**src/design/dd_pkg.sv**
```systemverilog
// Bus widths, memory map and shared bus structs for the game glue RTL and its testbench
package dd_pkg;

    // Plain vector types
    typedef logic [7:0]  byte_t;
    typedef logic [15:0] word_t;
    typedef logic [12:0] cpu_addr_t;
    typedef logic [10:0] char_addr_t;
    typedef logic [8:0]  shram_addr_t;
    typedef logic [8:0]  scroll_t;

    // Main CPU memory map
    localparam cpu_addr_t CHAR_BASE  = 13'h0000;
    localparam cpu_addr_t CHAR_TOP   = 13'h0FFF;
    localparam cpu_addr_t SHRAM_BASE = 13'h1000;
    localparam cpu_addr_t IO_BASE    = 13'h1200;

    // I/O register addresses
    localparam cpu_addr_t IO_LATCH   = 13'h1200;
    localparam cpu_addr_t IO_SCRH    = 13'h1201;
    localparam cpu_addr_t IO_SCRV    = 13'h1202;
    localparam cpu_addr_t IO_CTRL    = 13'h1203;
    localparam cpu_addr_t IO_JOY     = 13'h1204;
    localparam cpu_addr_t IO_DIPA    = 13'h1205;
    localparam cpu_addr_t IO_DIPB    = 13'h1206;
    localparam cpu_addr_t IO_STAT    = 13'h1207;

    // Doorbell byte at the top of shared RAM
    localparam shram_addr_t MBOX_IDX = 9'h1FF;

    // Unmapped reads float high
    localparam byte_t OPEN_BUS = 8'hFF;

    typedef struct packed {
        logic      cen;
        cpu_addr_t addr;
        logic      wrn;
        byte_t     dout;
    } main_bus_t;

    typedef struct packed {
        logic cram;
        logic shram;
        logic io;
    } chip_sel_t;

    typedef struct packed {
        scroll_t scrhpos;
        scroll_t scrvpos;
        logic    flip;
    } video_ctrl_t;

    typedef struct packed {
        logic        cen;
        shram_addr_t addr;
        logic        wrn;
        byte_t       dout;
    } sub_bus_t;

endpackage

```
**src/design/dd_main_decode.sv**
```systemverilog
// Main CPU address decoder, produces chip selects and steers block read data to the CPU
`timescale 1ns/10ps

module dd_main_decode (
    input  logic              clk,
    input  logic              reset,
    input  dd_pkg::main_bus_t main,
    output dd_pkg::chip_sel_t sel,
    input  dd_pkg::byte_t     cram_q,
    input  dd_pkg::byte_t     shram_q,
    input  dd_pkg::byte_t     io_q,
    output dd_pkg::byte_t     main_din
);
    import dd_pkg::*;

    // Selection captured at the last read strobe
    chip_sel_t rd_sel;
    // Low until the first read strobe after reset
    logic      rd_vld;
    logic      rd_strobe;

    // Map ranges
    always_comb begin
        sel.cram  = main.addr <= CHAR_TOP;
        sel.shram = (main.addr >= SHRAM_BASE) && (main.addr < IO_BASE);
        sel.io    = (main.addr >= IO_BASE) && (main.addr <= IO_STAT);
    end

    assign rd_strobe = main.cen && main.wrn;

    // Blocks register their byte on the same strobe, so both sides line up
    always_ff @(posedge clk) begin
        if (reset) begin
            rd_sel <= '0;
            rd_vld <= 1'b0;
        end else if (rd_strobe) begin
            rd_sel <= sel;
            rd_vld <= 1'b1;
        end
    end

    // Block q values only move on their own read strobe, so this holds too
    always_comb begin
        if (!rd_vld) begin
            main_din = '0;
        end else if (rd_sel.cram) begin
            main_din = cram_q;
        end else if (rd_sel.shram) begin
            main_din = shram_q;
        end else if (rd_sel.io) begin
            main_din = io_q;
        end else begin
            main_din = OPEN_BUS;
        end
    end

endmodule

```
**config.mk**
```make
export PLATFORM = sky130hd
export DESIGN_NAME = dd_main_decode
export DESIGN_NICKNAME = d
export VERILOG_FILES = /design/src/design/dd_pkg.sv /design/src/design/dd_main_decode.sv
export SDC_FILE = /design/constraint.sdc
export NUM_CORES = 1
export LEC_CHECK = 0
export BUFFER_PORTS_ARGS = -buffer_cell sky130_fd_sc_hd__buf_2
export CORE_MARGIN = 1.5
export CORE_UTILIZATION = 33
export DETAILED_ROUTE_END_ITERATION = 10
export GPL_ROUTABILITY_DRIVEN = 0
export MAX_ROUTING_LAYER = met4
export PLACE_DENSITY = 0.84
export SLEW_MARGIN = 20
export SYNTH_ARGS = -nofsm -noshare
export SYNTH_HDL_FRONTEND = slang
export SYNTH_SLANG_ARGS = --single-unit
```
**constraint.sdc**
```tcl
create_clock -name clk -period 3.9 [get_ports clk]
set_clock_uncertainty 0.2 [all_clocks]
set_input_delay 0.78 -clock clk [delete_from_list [all_inputs] [get_ports clk]]
set_output_delay 0.78 -clock clk [all_outputs]
set_load 0.05 [all_outputs]
```
==> out/qor.csv, run 1 <==
metric,value,unit
syn_inst,64,
hold_path_class,flop to flop,
critPathRequiredTime,2920,ps
grt_max_degree,18,
max_slew_margin,64.0,%
arrival,1760,ps
synth.area.mux_share,2.17,%
cap_violations,0,
drv_slew,0,
rsz0062_at_grt,false,
drt_iter0_markers,7,
num_vias,606,
placed_area,692,µm²
status,finished clean,
power_density,225,nW/µm²
gr-total-overflow,0,
antenna_left,0,
diodes,0,
start_util,35.4,%
critPathMaxFanout,2,
path_clk_slew,40,ps
ys_types,21,
core_region_area,1300,µm²
die_h,40.4,µm
period_share,70.2,%
wl,1300,µm
startpoint_type,input pin,
layout.nets,162,
yosysTopAreaCell,dfxtp_1,
drive_gt1_share,46.8,%
endpoint_kind,primary output,
ys_warn_count,0,
grt_usage,16.8,%
cts_setup_buffers,0,
cts_hold_buffers,0,
synth_top_area_share,17.4,%
num_rows,13,
r2r_end,rd_sel[2],
yosysSeqAreaShare,17.4,%
crit_start,main[12],
final_core_util,54.9,%
drt-pass1-iter-count,4,
synthesis.nets,113,
boundaryPins,60,
clk_latency,230,ps
tightest_slew,539,ps
synthSimpleGateAreaFrac,57.9,%
numCtsBuffers,3,
r2r-start,rd_sel[2],
antenna_found_initial,0,
portBuffers,48,
crit_type,input pin to primary output,
synth_top_family_by_area,simple AND/OR/NAND/NOR gates,
hold_viol,0,
grt_pass1_vias,430,
fmax,0.365,GHz
fp.dieW,40.4,µm
routedWlPerCell,10.3,µm
nFillCells,129,
drc_errors,0,
cts.sinks,4,
drt-vias-per-instance,4.81,
holdWs,381,ps
cts_resized,0,
synth_compound_area_share,15.8,%
dieArea,1630,µm²
yosys-top-cells-area,"dfxtp_1 17%, nor3b_1 15%, o31ai_1 13%",
synthAdderAreaFrac,0,%
syn_avg_cell_area,7.19,µm²
area_delta_synth_final,55.2,%
fin_crit,2740,ps
h-tree-depth,1,
cts_tree,yes,
ff2ff_setup_slack,2620,ps
cts_max_path_buffers,2,
synthXorXnorAreaFrac,0,%
post-route-cell-area,714,µm²
synth_area,460,µm²
root_buffer,clkbuf_4,
crit_end,sel[0],
r2r_cells,2,
ir_drop,152,µV
total_leakage_power,0.353,nW
fin_tns_setup,0,ps
setup_viol,0,
ys_ff_latch,4,
grt_pass1_wl,1750,µm
cell type report:
type,instances,area (µm²),area share (%)
clock buffer,3,22.5,3.15
inverter,1,3.75,0.525
multi-input combinational,55,349,48.9
sequential,4,80.1,11.2
tap,15,18.8,2.63
timing repair buffer,48,240,33.6
cell usage after synthesis, drive strengths merged:
master / number
and2: 9
nor3b: 9
nand2: 8
nor2b: 8
o31ai: 8
dfxtp: 4
nor2: 4
buf: 3
nor4b: 2
a211oi: 1
a21oi: 1
and3: 1
clkbuf: 1
inv: 1
mux2i: 1
nand2b: 1
nand4: 1
nor3: 1
state kept, by name, indices dropped and copies added (netlist names):
signal	cells
rd_sel	3
rd_vld	1
placed cells by master, fill, tap and decap left out, drive strengths merged:
| cell | instances |
|---|---|
| and2 | 9 |
| inv | 1 |
| o31ai | 8 |
| nor4b | 2 |
| and3 | 1 |
| a21oi | 1 |
| nand2 | 8 |
| mux2i | 1 |
| nand4 | 1 |
| dfxtp | 4 |
| nand2b | 1 |
| buf | 48 |
| nor2 | 4 |
| clkbuf | 3 |
| nor3 | 1 |
| nor2b | 8 |
| nor3b | 9 |
| a211oi | 1 |
routing by layer:
metal,GRT usage [%],up-vias,wire [µm]
met1,18.5,256,561
met3,5.00,0,85
li1,-,323,-
met5,-,-,0
met4,5.00,0,0
met2,29.0,27,653
worst min path at each step:
stage | cells after the start | startpoint | to
4_1_cts | 2 | rd_vld | rd_vld
6_report | 2 | rd_vld | rd_vld
3_5_place_dp | 2 | rd_vld | rd_vld
5_1_grt | 2 | rd_vld | rd_vld
3_3_place_gp | 2 | rd_sel[0] | rd_sel[0]
2_1_floorplan | 2 | rd_sel[0] | rd_sel[0]
worst max-delay path: stages:
cell and delay (ps):
buf_2 100, nor4b_1 400, and3_1 220, buf_2 260
kinds of logic (layout without fill, tap and decap cells):
| group | after synthesis | in the layout |
|---|---|---|
| mux | 1 | 1 |
| compound gates | 10 | 10 |
| buf+inv | 5 | 52 |
| simple gates | 44 | 44 |
| flops | 4 | 4 |
report_power, final:
group,internal (mW),switching [mW]
registers,0.0427,0.00472
logic,0.0263,0.0373
clock network,0.0343,0.0157
total,0.103,0.0578
metrics by stage:
| stage | total power, mW | std cells | setup slack, ps |
|---|---|---|---|
| global route | 0.170 | 126 | 1070 |
| CTS | 0.163 | 126 | 1140 |
| finish | 0.161 | 126 | 1160 |
| global placement | 0.111 | 123 | 1240 |
| detailed placement | 0.112 | 123 | 1150 |
| floorplan | 0.0861 | 64 | 1130 |
(Power assumes the default switching activity.)
==> run 2, diff against run 1 <==
--- a/config.mk
+++ b/config.mk
@@ -7,11 +7,11 @@
 export LEC_CHECK = 0
 export BUFFER_PORTS_ARGS = -buffer_cell sky130_fd_sc_hd__buf_2
 export CORE_MARGIN = 1.5
-export CORE_UTILIZATION = 33
+export CORE_UTILIZATION = 30
 export DETAILED_ROUTE_END_ITERATION = 10
 export GPL_ROUTABILITY_DRIVEN = 0
 export MAX_ROUTING_LAYER = met4
-export PLACE_DENSITY = 0.84
+export PLACE_DENSITY = 0.77
 export SLEW_MARGIN = 20
 export SYNTH_ARGS = -nofsm -noshare
 export SYNTH_HDL_FRONTEND = slang
==> constraint.sdc (replaced) <==
create_clock -name clk -period 2.8 [get_ports clk]
set_clock_uncertainty 0.2 [all_clocks]
set_input_delay 0.56 -clock clk [delete_from_list [all_inputs] [get_ports clk]]
set_output_delay 0.56 -clock clk [all_outputs]
set_load 0.05 [all_outputs]
==> run 2 against run 1 <==
  * Final area unchanged
  * Largest cell class unchanged
  * Sequential power increased by 39%
  * Die area increased by 9.2%
  * Sequential share of layout area unchanged
  * Routed wire length decreased by 1.2%
  * Register-to-register slack got worse by 1100 ps
  * Critical path depth unchanged
  * Via count increased by 3.6%
  * Global-route usage decreased by 1.7 points
  * Total power increased by 39%
  * Setup slack got worse by 730 ps
  * Combinational power increased by 39%
==> out/qor.csv, run 2 (synthesized netlist as in run 1, its figures left out) <==
metric,value,unit,change
drv_slew,0,,unchanged
largest_registers,"rd_sel (3), rd_vld (1)",,unchanged
ir_drop,243,µV,was 152 µV
total_leakage_power,0.353,nW,unchanged
drt-vias-per-instance,4.98,,was 4.81
drive_gt1_share,46.8,%,unchanged
cts.sinks,4,,unchanged
layout.cells.most_common,buf_2,,unchanged
cts_tree,yes,,unchanged
arrival,1610,ps,was 1760 ps
numCtsBuffers,3,,unchanged
hold_viol,0,,unchanged
routedWlPerCell,10.2,µm,was 10.3 µm
max_slew_margin,64.5,%,was 64.0%
status,finished clean,,unchanged
critical-path-slowest-cell,dfxtp_1,,was nor4b_1
portBuffers,48,,unchanged
critPathMaxFanout,17,,was 2
crit_family,flip-flops,,was simple AND/OR/NAND/NOR gates
crit_path_cell_trace,"nor3b_1, o31ai_1, and2_1, buf_2",,"was buf_2, nor4b_1, and3_1, buf_2"
cpPeakStageDelay,610,ps,was 400 ps
drc_errors,0,,unchanged
grt_usage,15.1,%,was 16.8%
crit_type,flop to primary output,,was input pin to primary output
period_share,84.5,%,
dp_hpwl,1030,µm,
final_cell_mix,"48 x buf_2, 9 x nor3b_1, 9 x and2_1",,unchanged
crit_buf_inv,1,,was 2
die_h,42.2,µm,was 40.4 µm
post-route-cell-area,714,µm²,unchanged
final_core_util,52.3,%,was 54.9%
boundaryPins,60,,unchanged
grt_pass1_wl,2080,µm,was 1750 µm
fin_tns_setup,0,ps,unchanged
startpoint_type,flop,,was input pin
drt_iter0_markers,9,,was 7
cts_setup_buffers,0,,unchanged
setup_viol,0,,unchanged
antenna_found_initial,0,,unchanged
critPathRequiredTime,2040,ps,was 2920 ps
layout.nets,162,,unchanged
h-tree-depth,1,,unchanged
tightest_slew,531,ps,was 539 ps
antenna_left,0,,unchanged
num_vias,628,,was 606
gr-total-overflow,0,,unchanged
endpoint_kind,primary output,,unchanged
diodes,0,,unchanged
num_rows,13,,unchanged
p_total,0.224,mW,was 0.161 mW
cts_resized,0,,unchanged
cap_violations,0,,unchanged
path_clk_slew,40,ps,about the same
cts_max_path_buffers,2,,unchanged
largest_reg_flops,3,,unchanged
power_density,313,nW/µm²,was 225 nW/µm²
clk_latency,230,ps,about the same
grt_pass1_vias,548,,was 430
fmax,0.423,GHz,
placed_area,692,µm²,unchanged
fp.dieW,42.2,µm,was 40.4 µm
rsz0062_at_grt,false,,unchanged
area_delta_synth_final,55.2,%,unchanged
hold_path_class,input pin to flop,,was flop to flop
cts_hold_buffers,0,,unchanged
root_buffer,clkbuf_4,,unchanged
start_util,33.7,%,was 35.4%
dieArea,1780,µm²,was 1630 µm²
fin_crit,2370,ps,
regMostFlops,rd_sel,,unchanged
core_region_area,1370,µm²,was 1300 µm²
wl,1290,µm,was 1300 µm
drt-pass1-iter-count,2,,was 4
grt_max_degree,18,,unchanged
[run 2: cell counts in the layout (fill, tap and decap cells not counted)]
Identical to the previous run, type by type.
[run 2: metal layers]
metal  share of wire [%]  vias to the layer above  GRT usage [%]
met5                   0                        -              -
met4                 1.0                        0           5.63
met3                  15                        2           6.03
met2                  45                       42           26.2
met1                  39                      265           15.2
li1                    -                      319              -
[run 2: power breakdown]
part	switching [mW]	leakage (nW)	internal, mW
clock network	0.0213	0.0138	0.0478
logic	0.0520	0.306	0.0366
registers	0.00654	0.0327	0.0595
total	0.0798	0.353	0.144
[run 2: final timing paths]
path	cells past startpoint	endpoint	startpoint	slack, ps
max	4	main_din[0]	rd_sel[1]	430
max reg2reg	2	rd_sel[2]	rd_sel[2]	1550
min	2	rd_sel[0]	reset	330
min reg2reg	2	rd_sel[0]	rd_sel[0]	350
[run 2: per-stage QoR]
step,setup WS [ps],hold WS [ps],cells
final,434,327,126
after global routing,263,332,126
after CTS,401,318,126
after detailed placement,536,353,123
after global placement,580,360,123
after floorplan,475,290,64
[run 2: area by class of cell]
type,count,area [µm²]
Clock buffer,3,22.5
Fill cell,129,652
Inverter,1,3.75
Multi-Input combinational cell,55,349
Sequential cell,4,80.1
Tap cell,15,18.8
Timing Repair Buffer,48,240
