`src/design/dd_pkg.sv`:
```
// Bus widths, memory map and shared bus structs for the game glue RTL and its testbench
package dd_pkg;

    // Plain vector types
    typedef logic [7:0]  byte_t;
    typedef logic [15:0] word_t;
    typedef logic [12:0] cpu_addr_t;
    typedef logic [10:0] char_addr_t;
    typedef logic [8:0]  shram_addr_t;
    typedef logic [8:0]  scroll_t;

    // Main CPU memory map
    localparam cpu_addr_t CHAR_BASE  = 13'h0000;
    localparam cpu_addr_t CHAR_TOP   = 13'h0FFF;
    localparam cpu_addr_t SHRAM_BASE = 13'h1000;
    localparam cpu_addr_t IO_BASE    = 13'h1200;

    // I/O register addresses
    localparam cpu_addr_t IO_LATCH   = 13'h1200;
    localparam cpu_addr_t IO_SCRH    = 13'h1201;
    localparam cpu_addr_t IO_SCRV    = 13'h1202;
    localparam cpu_addr_t IO_CTRL    = 13'h1203;
    localparam cpu_addr_t IO_JOY     = 13'h1204;
    localparam cpu_addr_t IO_DIPA    = 13'h1205;
    localparam cpu_addr_t IO_DIPB    = 13'h1206;
    localparam cpu_addr_t IO_STAT    = 13'h1207;

    // Doorbell byte at the top of shared RAM
    localparam shram_addr_t MBOX_IDX = 9'h1FF;

    // Unmapped reads float high
    localparam byte_t OPEN_BUS = 8'hFF;

    typedef struct packed {
        logic      cen;
        cpu_addr_t addr;
        logic      wrn;
        byte_t     dout;
    } main_bus_t;

    typedef struct packed {
        logic cram;
        logic shram;
        logic io;
    } chip_sel_t;

    typedef struct packed {
        scroll_t scrhpos;
        scroll_t scrvpos;
        logic    flip;
    } video_ctrl_t;

    typedef struct packed {
        logic        cen;
        shram_addr_t addr;
        logic        wrn;
        byte_t       dout;
    } sub_bus_t;

endpackage

```
`src/design/dd_io_regs.sv`:
```
// I/O registers: sound latch with IRQ, scroll and control writes, cabinet input reads
`timescale 1ns/10ps

module dd_io_regs (
    input  logic                clk,
    input  logic                reset,
    input  dd_pkg::main_bus_t   main,
    input  logic                sel,
    output dd_pkg::byte_t       q,
    input  dd_pkg::byte_t       joystick1,
    input  dd_pkg::byte_t       dipsw_a,
    input  dd_pkg::byte_t       dipsw_b,
    input  logic                mcu_irqmain,
    input  logic                snd_rd,
    output dd_pkg::byte_t       snd_latch,
    output logic                snd_irq,
    output dd_pkg::video_ctrl_t vctrl,
    output logic                mcu_rstb
);
    import dd_pkg::*;

    logic wr;
    logic rd;
    logic latch_wr;

    assign wr       = main.cen && sel && !main.wrn;
    assign rd       = main.cen && sel && main.wrn;
    assign latch_wr = wr && (main.addr == IO_LATCH);

    // Write-only registers
    always_ff @(posedge clk) begin
        if (reset) begin
            snd_latch <= '0;
            vctrl     <= '0;
            mcu_rstb  <= 1'b0;
        end else if (wr) begin
            case (main.addr)
                IO_LATCH: snd_latch <= main.dout;
                IO_SCRH:  vctrl.scrhpos[7:0] <= main.dout;
                IO_SCRV:  vctrl.scrvpos[7:0] <= main.dout;
                IO_CTRL: begin
                    vctrl.scrhpos[8] <= main.dout[0];
                    vctrl.scrvpos[8] <= main.dout[1];
                    vctrl.flip       <= main.dout[2];
                    mcu_rstb         <= main.dout[3];
                end
                default: ;
            endcase
        end
    end

    // Sound IRQ, a new latch write outranks the acknowledge
    always_ff @(posedge clk) begin
        if (reset) begin
            snd_irq <= 1'b0;
        end else if (latch_wr) begin
            snd_irq <= 1'b1;
        end else if (snd_rd) begin
            snd_irq <= 1'b0;
        end
    end

    // Read side, write-only addresses float
    always_ff @(posedge clk) begin
        if (rd) begin
            case (main.addr)
                IO_JOY:  q <= joystick1;
                IO_DIPA: q <= dipsw_a;
                IO_DIPB: q <= dipsw_b;
                IO_STAT: q <= {6'd0, snd_irq, mcu_irqmain};
                default: q <= OPEN_BUS;
            endcase
        end
    end

endmodule

```
`config.mk`:
```
export PLATFORM = sky130hd
export DESIGN_NAME = dd_io_regs
export DESIGN_NICKNAME = d
export VERILOG_FILES = /design/src/design/dd_pkg.sv /design/src/design/dd_io_regs.sv
export SDC_FILE = /design/constraint.sdc
export NUM_CORES = 1
export LEC_CHECK = 0
export ABC_AREA = 1
export BUFFER_PORTS_ARGS = -buffer_cell sky130_fd_sc_hd__buf_2
export CAP_MARGIN = 20
export CORE_AREA = 2 2 66 68
export CTS_BUF_LIST = sky130_fd_sc_hd__clkbuf_16
export CTS_CLUSTER_SIZE = 16
export DETAILED_ROUTE_END_ITERATION = 8
export DIE_AREA = 0 0 68 70
export GPL_ROUTABILITY_DRIVEN = 0
export PLACE_DENSITY = 0.92
export SYNTH_ARGS = -nofsm -noshare
export SYNTH_HDL_FRONTEND = slang
export SYNTH_SLANG_ARGS = --single-unit
```
`constraint.sdc`:
```
create_clock -name clk -period 2.4 [get_ports clk]
set_clock_uncertainty 0.05 [all_clocks]
set_input_delay 0.12 -clock clk [delete_from_list [all_inputs] [get_ports clk]]
set_output_delay 0.12 -clock clk [all_outputs]
set_load 0.02 [all_outputs]
```
==> reports/qor.log, run 1 <==
[layout] layout cell share with drive strength beyond 1 0.292
[clock_network] Longest Clk Path Bufs 2
[global_routing] most crowded layer after global routing met2
[synth] most frequent cell after synthesis sky130_fd_sc_hd__nand2_1
[run_status] outcome complete, no violations
[synth] synthesized cell area 0.00196 mm²
[global_routing] pin count of the biggest net entering global routing 29
[setup_path] worst setup path class in2reg
[route] sum of routed wire length over all layers 4750 µm
[power] static leakage 0.00150 µW
[clock_network] post-cts resize count 0
[setup_path] Reg2Reg Launch Point snd_irq$_SDFFE_PP0P_
[synth] Yosys cell types 20
[floorplanning] Die W 68 µm
[route] drt pass-1 iters 4
[synth] ys async rst share 0
[setup_path] reg-to-reg slack, setup 1.44 ns
[clock_network] total clock sinks 37
[route] Detailed Route Iter0 Violations 120
[worst_hold_path] type of the tightest min-delay check in2reg
[clock_network] cell chosen for the clock root sky130_fd_sc_hd__clkbuf_16
[synth] list of most frequent post-synthesis cells sky130_fd_sc_hd__nand2_1, sky130_fd_sc_hd__nor2_1, sky130_fd_sc_hd__inv_1, sky130_fd_sc_hd__dfxtp_1, sky130_fd_sc_hd__nand3_1
[clock_network] clock latency on the worst-skew pair 0.27 ns
[power] Power, Total 1360 µW
[worst_hold_path] hold endpoint vctrl[16]$_SDFFE_PP0P_
[setup_path] maximum fanout along the worst path 8
[route] vias post-DR 1995
[power] Max IR drop VDD 0.544 mV
[floorplanning] DIE AREA 0.00476 mm²
[clock_network] TritonCTS clock tree done
[clock_network] H-tree Lvls 2
[sta] final setup violating endpoints 0
[synth] Post-synth top flop sky130_fd_sc_hd__dfxtp_1
[clock_network] TritonCTS buffer count 5
[sta] Slew @ Worst Pin 0.659 ns
[worst_hold_path] number of cells on the worst hold path 3
[global_routing] leftover overflow at the end of global routing 0
[route] average wire per cell in the routed design 10.9 µm
[floorplanning] Starting Density 0.474
[synth] synthesized flop and latch total 37
[floorplanning] Placeable Area 0.00414 mm²
[setup_path] FF-to-FF End q[1]$_DFFE_PP_
[route] DRT antenna net count 0
[synth] post-synth top area share 0.296
[global_routing] met3 usage 0.0564
[route] number of remaining DRC errors 0
[global_routing] number of global-route vias before repair 1913
[global_routing] number of antenna violations at the first check in global routing 0
[setup_path] kind of start point of the critical path input pin
[place] count of port buffers added during placement 88
[sta] pins over their slew limit 0
[layout] synthesis-to-finish area growth 30.5%
[place] Detailed Place HPWL 3740 µm
[floorplanning] count of pins on the block boundary 89
[power] power density relative to cell area 531 mW/mm²
[sta] fin crit period 1.28 ns
[synth] largest area contributor in the netlist sky130_fd_sc_hd__dfxtp_1
[global_routing] aggregate global-route resource usage 0.210
[synth] top area cells in the synthesized netlist sky130_fd_sc_hd__dfxtp_1, sky130_fd_sc_hd__nand2_1, sky130_fd_sc_hd__nor2_1, sky130_fd_sc_hd__edfxtp_1, sky130_fd_sc_hd__inv_1
[global_routing] global-route wire length before repair 7710 µm
[setup_path] critical path data required time 2.37 ns
[floorplanning] die outline height 70 µm
[sta] setup repair after global routing missed its margin no
[setup_path] Critical Path AT 1.25 ns
[synth] number of synthesis warnings 0
[synth] post-synthesis net count 345
[setup_path] R2R depth 4
[global_routing] GRT met2 Usage 0.375
[synth] post-synthesis average cell area 6.70 µm²
[synth] gate count of the mapped netlist 293
[layout] Final nets 434
[sta] worst slew slack as a fraction of its limit 0.559
[sta] maximum frequency from static timing analysis 0.781 GHz
[global_routing] M1 GR Usage 0.225
[floorplanning] placement row count 24
[worst_hold_path] hold wc startpoint main[6]
[sta] endpoints failing hold 0
[sta] Final period util 0.533
[clock_network] Clock transition at path regs 0.05 ns
[setup_path] category of the worst setup path capture point flip-flop
[sta] accumulated negative setup slack 0 ns
[layout] diodes inserted 0
[synth] Seq/Total Area, Yosys 0.418
[route] Vias per Instance 4.59
[synth] number of synthesized flops with an enable pin 8
[run] number of maximum-capacitance violations 0
==> metrics by stage <==
step / setup WS, ns / instance area (µm²) / utilization / instances / hold slack, ns
floorplan: 1.15 / 1960 / - / 293 / 0.139
global placement: 0.911 / 2410 / 0.582 / 426 / 0.252
detailed placement: 0.832 / 2410 / 0.582 / 426 / 0.257
CTS: 1.11 / 2560 / 0.618 / 435 / 0.0586
global route: 0.968 / 2560 / 0.618 / 435 / 0.0795
finish: 1.12 / 2560 / 0.618 / 435 / 0.0657
==> registers in the layout, indices dropped and copies added, names as in the netlist <==
register   count
snd_latch      8
vctrl         19
q              8
mcu_rstb       1
snd_irq        1
==> layer usage <==
| metal | vias up | share of wire |
|---|---|---|
| met4 | 0 | 0.024 |
| met3 | 11 | 0.088 |
| li1 | 1044 | - |
| met1 | 853 | 0.40 |
| met5 | - | 0 |
| met2 | 87 | 0.48 |
==> cell type report <==
cell class                 count  area [µm²]
clock buffer                   5         125
clock inverter                 3        16.3
fill                         387        1580
inverter                      45         169
multi-input combinational    204         916
sequential                    37         821
tap                           52        65.1
timing repair buffer          89         450
==> cells by family after synthesis <==
kind of cell,synth area share
buffers and inverters,0.115
AND/OR/NAND/NOR,0.459
flip-flops,0.418
AO/OA/AOI/OAI,0.00765
==> what timing repair did <==
| action | in CTS | in global routing |
|---|---|---|
| buffers inserted | 0 | 0 |
| hold buffers | 1 | 0 |
| endpoints found under the setup margin | 0 | 0 |
| hold endpoints to repair | 1 | 0 |
==> worst max-delay path, stage by stage <==
cell                      delay [ns]
sky130_fd_sc_hd__buf_2          0.09
sky130_fd_sc_hd__nor2_1         0.12
sky130_fd_sc_hd__nand2_2        0.14
sky130_fd_sc_hd__nor2_1         0.37
sky130_fd_sc_hd__o21ai_0        0.17
sky130_fd_sc_hd__nand2_2        0.17
sky130_fd_sc_hd__nand2_1        0.07
==> power by group <==
| part | switching, µW | leakage [µW] | internal, µW | total (µW) |
|---|---|---|---|---|
| registers | 1.16 | 0.000325 | 640 | 641 |
| logic | 60.2 | 0.00111 | 42.6 | 103 |
| clock network | 237 | 0.0000739 | 380 | 618 |
| total | 299 | 0.00150 | 1060 | 1360 |
==> worst max-delay path by stage <==
stage,slack (ns),to,start,cells past startpoint
detailed placement,0.83,q[1]$_DFFE_PP_,main[16],7
CTS,1.11,q[4]$_DFFE_PP_,main[16],7
floorplan,1.15,q[0]$_DFFE_PP_,main[16],6
global route,0.97,q[1]$_DFFE_PP_,main[16],7
global placement,0.91,q[1]$_DFFE_PP_,main[20],7
finish,1.12,q[4]$_DFFE_PP_,main[16],7
==> placed cells by master (no fill, tap or decap), types with 2 or more instances in the layout <==
cell type,count
sky130_fd_sc_hd__buf_2,88
sky130_fd_sc_hd__nand2_1,85
sky130_fd_sc_hd__nor2_1,80
sky130_fd_sc_hd__inv_1,44
sky130_fd_sc_hd__dfxtp_1,29
sky130_fd_sc_hd__nand3_1,21
sky130_fd_sc_hd__edfxtp_1,8
sky130_fd_sc_hd__clkbuf_16,5
sky130_fd_sc_hd__nor2_2,3
sky130_fd_sc_hd__nor2_4,3
sky130_fd_sc_hd__nand3_4,3
sky130_fd_sc_hd__nand2_2,2
sky130_fd_sc_hd__nor2_8,2
sky130_fd_sc_hd__o21ai_0,2
sky130_fd_sc_hd__clkinv_2,2
(Power assumes the default switching activity.)
==> inputs of run 2 (changes only) <==
--- a/config.mk
+++ b/config.mk
@@ -8,13 +8,13 @@
 export ABC_AREA = 1
 export BUFFER_PORTS_ARGS = -buffer_cell sky130_fd_sc_hd__buf_2
 export CAP_MARGIN = 20
-export CORE_AREA = 2 2 66 68
+export CORE_AREA = 2 2 68 70
 export CTS_BUF_LIST = sky130_fd_sc_hd__clkbuf_16
 export CTS_CLUSTER_SIZE = 16
 export DETAILED_ROUTE_END_ITERATION = 8
-export DIE_AREA = 0 0 68 70
+export DIE_AREA = 0 0 70 72
 export GPL_ROUTABILITY_DRIVEN = 0
-export PLACE_DENSITY = 0.92
+export PLACE_DENSITY = 0.88
 export SYNTH_ARGS = -nofsm -noshare
 export SYNTH_HDL_FRONTEND = slang
 export SYNTH_SLANG_ARGS = --single-unit
==> constraint.sdc (replaced) <==
create_clock -name clk -period 1.25 [get_ports clk]
set_clock_uncertainty 0.05 [all_clocks]
set_input_delay 0.0625 -clock clk [delete_from_list [all_inputs] [get_ports clk]]
set_output_delay 0.0625 -clock clk [all_outputs]
set_load 0.02 [all_outputs]
==> reports/qor.log, run 2 (synthesized netlist as in run 1, its figures left out) <==
[sta] final setup violating endpoints 0 [unchanged]
[clock_network] Longest Clk Path Bufs 2 [unchanged]
[floorplanning] count of pins on the block boundary 89 [unchanged]
[clock_network] clock latency on the worst-skew pair 0.28 ns [was 0.27 ns]
[floorplanning] Starting Density 0.460 [was 0.474]
[route] number of remaining DRC errors 0 [unchanged]
[power] power density relative to cell area 985 mW/mm² [was 531 mW/mm²]
[setup_path] category of the worst setup path capture point flip-flop [unchanged]
[run] number of maximum-capacitance violations 0 [unchanged]
[setup_path] R2R depth 4 [unchanged]
[clock_network] H-tree Lvls 2 [unchanged]
[route] sum of routed wire length over all layers 4770 µm [was 4750 µm]
[place] Detailed Place HPWL 3660 µm [was 3740 µm]
[sta] worst slew slack as a fraction of its limit 0.696 [was 0.559]
[layout] Largest register FFs 19 [unchanged]
[sta] maximum frequency from static timing analysis 0.888 GHz
[layout] layout cell share with drive strength beyond 1 0.308 [was 0.292]
[global_routing] aggregate global-route resource usage 0.195 [was 0.210]
[sta] post-route setup slack 0.124 ns [was 1.12 ns]
[setup_path] Critical Path AT 1.29 ns [was 1.25 ns]
[layout] diodes inserted 0 [unchanged]
[sta] setup repair after global routing missed its margin no [unchanged]
[layout] Largest regs vctrl x19, q x8, snd_latch x8 [unchanged]
[sta] fin crit period 1.13 ns
[global_routing] pin count of the biggest net entering global routing 29 [unchanged]
[power] static leakage 0.00157 µW [was 0.00150 µW]
[route] Detailed Route Iter0 Violations 74 [was 120]
[clock_network] Clock transition at path regs 0.06 ns [was 0.05 ns]
[layout] synthesis-to-finish area growth 36.5% [was 30.5%]
[clock_network] total clock sinks 37 [unchanged]
[floorplanning] Placeable Area 0.00426 mm² [was 0.00414 mm²]
[route] vias post-DR 2059 [was 1995]
[layout] register bank with the most flops vctrl [unchanged]
[route] Vias per Instance 4.60 [was 4.59]
[sta] Final period util 0.901
[setup_path] FF-to-FF End q[1]$_DFFE_PP_ [unchanged]
[layout] Final nets 447 [was 434]
[clock_network] number of post-CTS setup repair buffers 0 [unchanged]
[floorplanning] DIE AREA 0.00504 mm² [was 0.00476 mm²]
[sta] endpoints failing hold 0 [unchanged]
[global_routing] global-route wire length before repair 8000 µm [was 7710 µm]
[layout] most common library cell in the layout ignoring fill and taps sky130_fd_sc_hd__buf_2 [unchanged]
[worst_hold_path] hold wc startpoint main[7] [was main[6]]
[clock_network] post-cts resize count 0 [unchanged]
[route] DRT antenna net count 0 [unchanged]
[setup_path] maximum fanout along the worst path 28 [was 8]
[worst_hold_path] number of cells on the worst hold path 3 [unchanged]
[setup_path] kind of start point of the critical path input pin [unchanged]
[worst_hold_path] type of the tightest min-delay check in2reg [unchanged]
[run_status] outcome complete, no violations [unchanged]
[global_routing] number of antenna violations at the first check in global routing 0 [unchanged]
[worst_hold_path] hold endpoint snd_latch[7]$_SDFFE_PP0P_ [was vctrl[16]$_SDFFE_PP0P_]
[route] drt pass-1 iters 4 [unchanged]
[clock_network] TritonCTS buffer count 5 [unchanged]
[setup_path] critical path data required time 1.41 ns [was 2.37 ns]
[sta] Slew @ Worst Pin 0.455 ns [was 0.659 ns]
[layout] commonest non-fill, non-tap cells in the layout sky130_fd_sc_hd__buf_2, sky130_fd_sc_hd__nand2_1, sky130_fd_sc_hd__nor2_1, sky130_fd_sc_hd__inv_1, sky130_fd_sc_hd__dfxtp_1 [unchanged]
[setup_path] Reg2Reg Launch Point snd_irq$_SDFFE_PP0P_ [unchanged]
[global_routing] number of global-route vias before repair 1898 [was 1913]
[clock_network] TritonCTS clock tree done [unchanged]
[global_routing] leftover overflow at the end of global routing 0 [unchanged]
[sta] final worst hold slack 0.00447 ns [was 0.0657 ns]
[place] count of port buffers added during placement 88 [unchanged]
[setup_path] worst setup path class in2reg [unchanged]
[route] average wire per cell in the routed design 10.7 µm [was 10.9 µm]
[floorplanning] placement row count 24 [unchanged]
[floorplanning] Die W 70 µm [was 68 µm]
[power] Max IR drop VDD 0.897 mV [was 0.544 mV]
[setup_path] reg-to-reg slack, setup 0.36 ns [was 1.44 ns]
[place] Post-Place Worst Slack -0.0846 ns [was 0.832 ns]
[floorplanning] die outline height 72 µm [was 70 µm]
[clock_network] cell chosen for the clock root sky130_fd_sc_hd__clkbuf_16 [unchanged]
[sta] pins over their slew limit 0 [unchanged]
## run 2: changes by cell type in the layout (fill, tap and decap cells not counted)
cell	change
sky130_fd_sc_hd__buf_4	+9
sky130_fd_sc_hd__buf_12	+1
sky130_fd_sc_hd__dlygate4sd3_1	+3
## run 2: worst max-delay path: stages
cell                            delay [ns]
sky130_fd_sc_hd__dlygate4sd3_1        0.54
sky130_fd_sc_hd__buf_2                0.13
sky130_fd_sc_hd__inv_2                0.34
sky130_fd_sc_hd__nand2_1              0.10
sky130_fd_sc_hd__nor2_1               0.10
## run 2: what timing repair did
action	in CTS	in global routing
hold buffers	4	0
endpoints found under the setup margin	0	0
endpoints found under the hold margin	4	0
## run 2: how the worst max path moves through the flow
stage / start / endpoint / slack [ns]
5_1_grt: reset / vctrl[5]$_SDFFE_PP0P_ / 0.03
3_3_place_gp: main[16] / q[6]$_DFFE_PP_ / 0.004
6_report: reset / vctrl[12]$_SDFFE_PP0P_ / 0.12
4_1_cts: reset / snd_latch[6]$_SDFFE_PP0P_ / 0.12
3_5_place_dp: main[14] / q[3]$_DFFE_PP_ / -0.08
2_1_floorplan: main[16] / q[0]$_DFFE_PP_ / 0.05
## run 2: cell type report
type | count | area, µm²
well taps | 52 | 65.1
inverters | 45 | 169
repair buffers | 102 | 568
flip-flops and latches | 37 | 821
fillers | 372 | 1580
multi-input cells | 204 | 916
clock inverters | 3 | 16.3
clock buffers | 5 | 125
## run 2: power by group
group	total (µW)	switching, µW	internal, µW	leakage, µW
sequential	1230	2.48	1230	0.000325
clock	1200	470	731	0.0000739
combinational	209	116	92.6	0.00118
total	2640	589	2050	0.00157
## run 2: metrics by stage
| stage | area, µm² | utilization | total power [µW] | TNS [ns] | cells |
|---|---|---|---|---|---|
| finish | 2680 | 0.629 | 2640 | 0 | 448 |
| global route | 2680 | 0.629 | 2740 | 0 | 448 |
| CTS | 2680 | 0.629 | 2660 | 0 | 448 |
| floorplan | 1960 | - | 1340 | 0 | 293 |
| global placement | 2500 | 0.586 | 1450 | 0 | 436 |
| detailed placement | 2500 | 0.586 | 1460 | -0.543 | 436 |
## run 2: layer usage
| metal | up-vias | part of all wire | GRT usage |
|---|---|---|---|
| li1 | 1068 | - | - |
| met1 | 912 | 0.39 | 0.210 |
| met2 | 73 | 0.51 | 0.379 |
| met3 | 6 | 0.084 | 0.0583 |
| met4 | 0 | 0.0084 | 0.0385 |
| met5 | - | 0 | 0 |
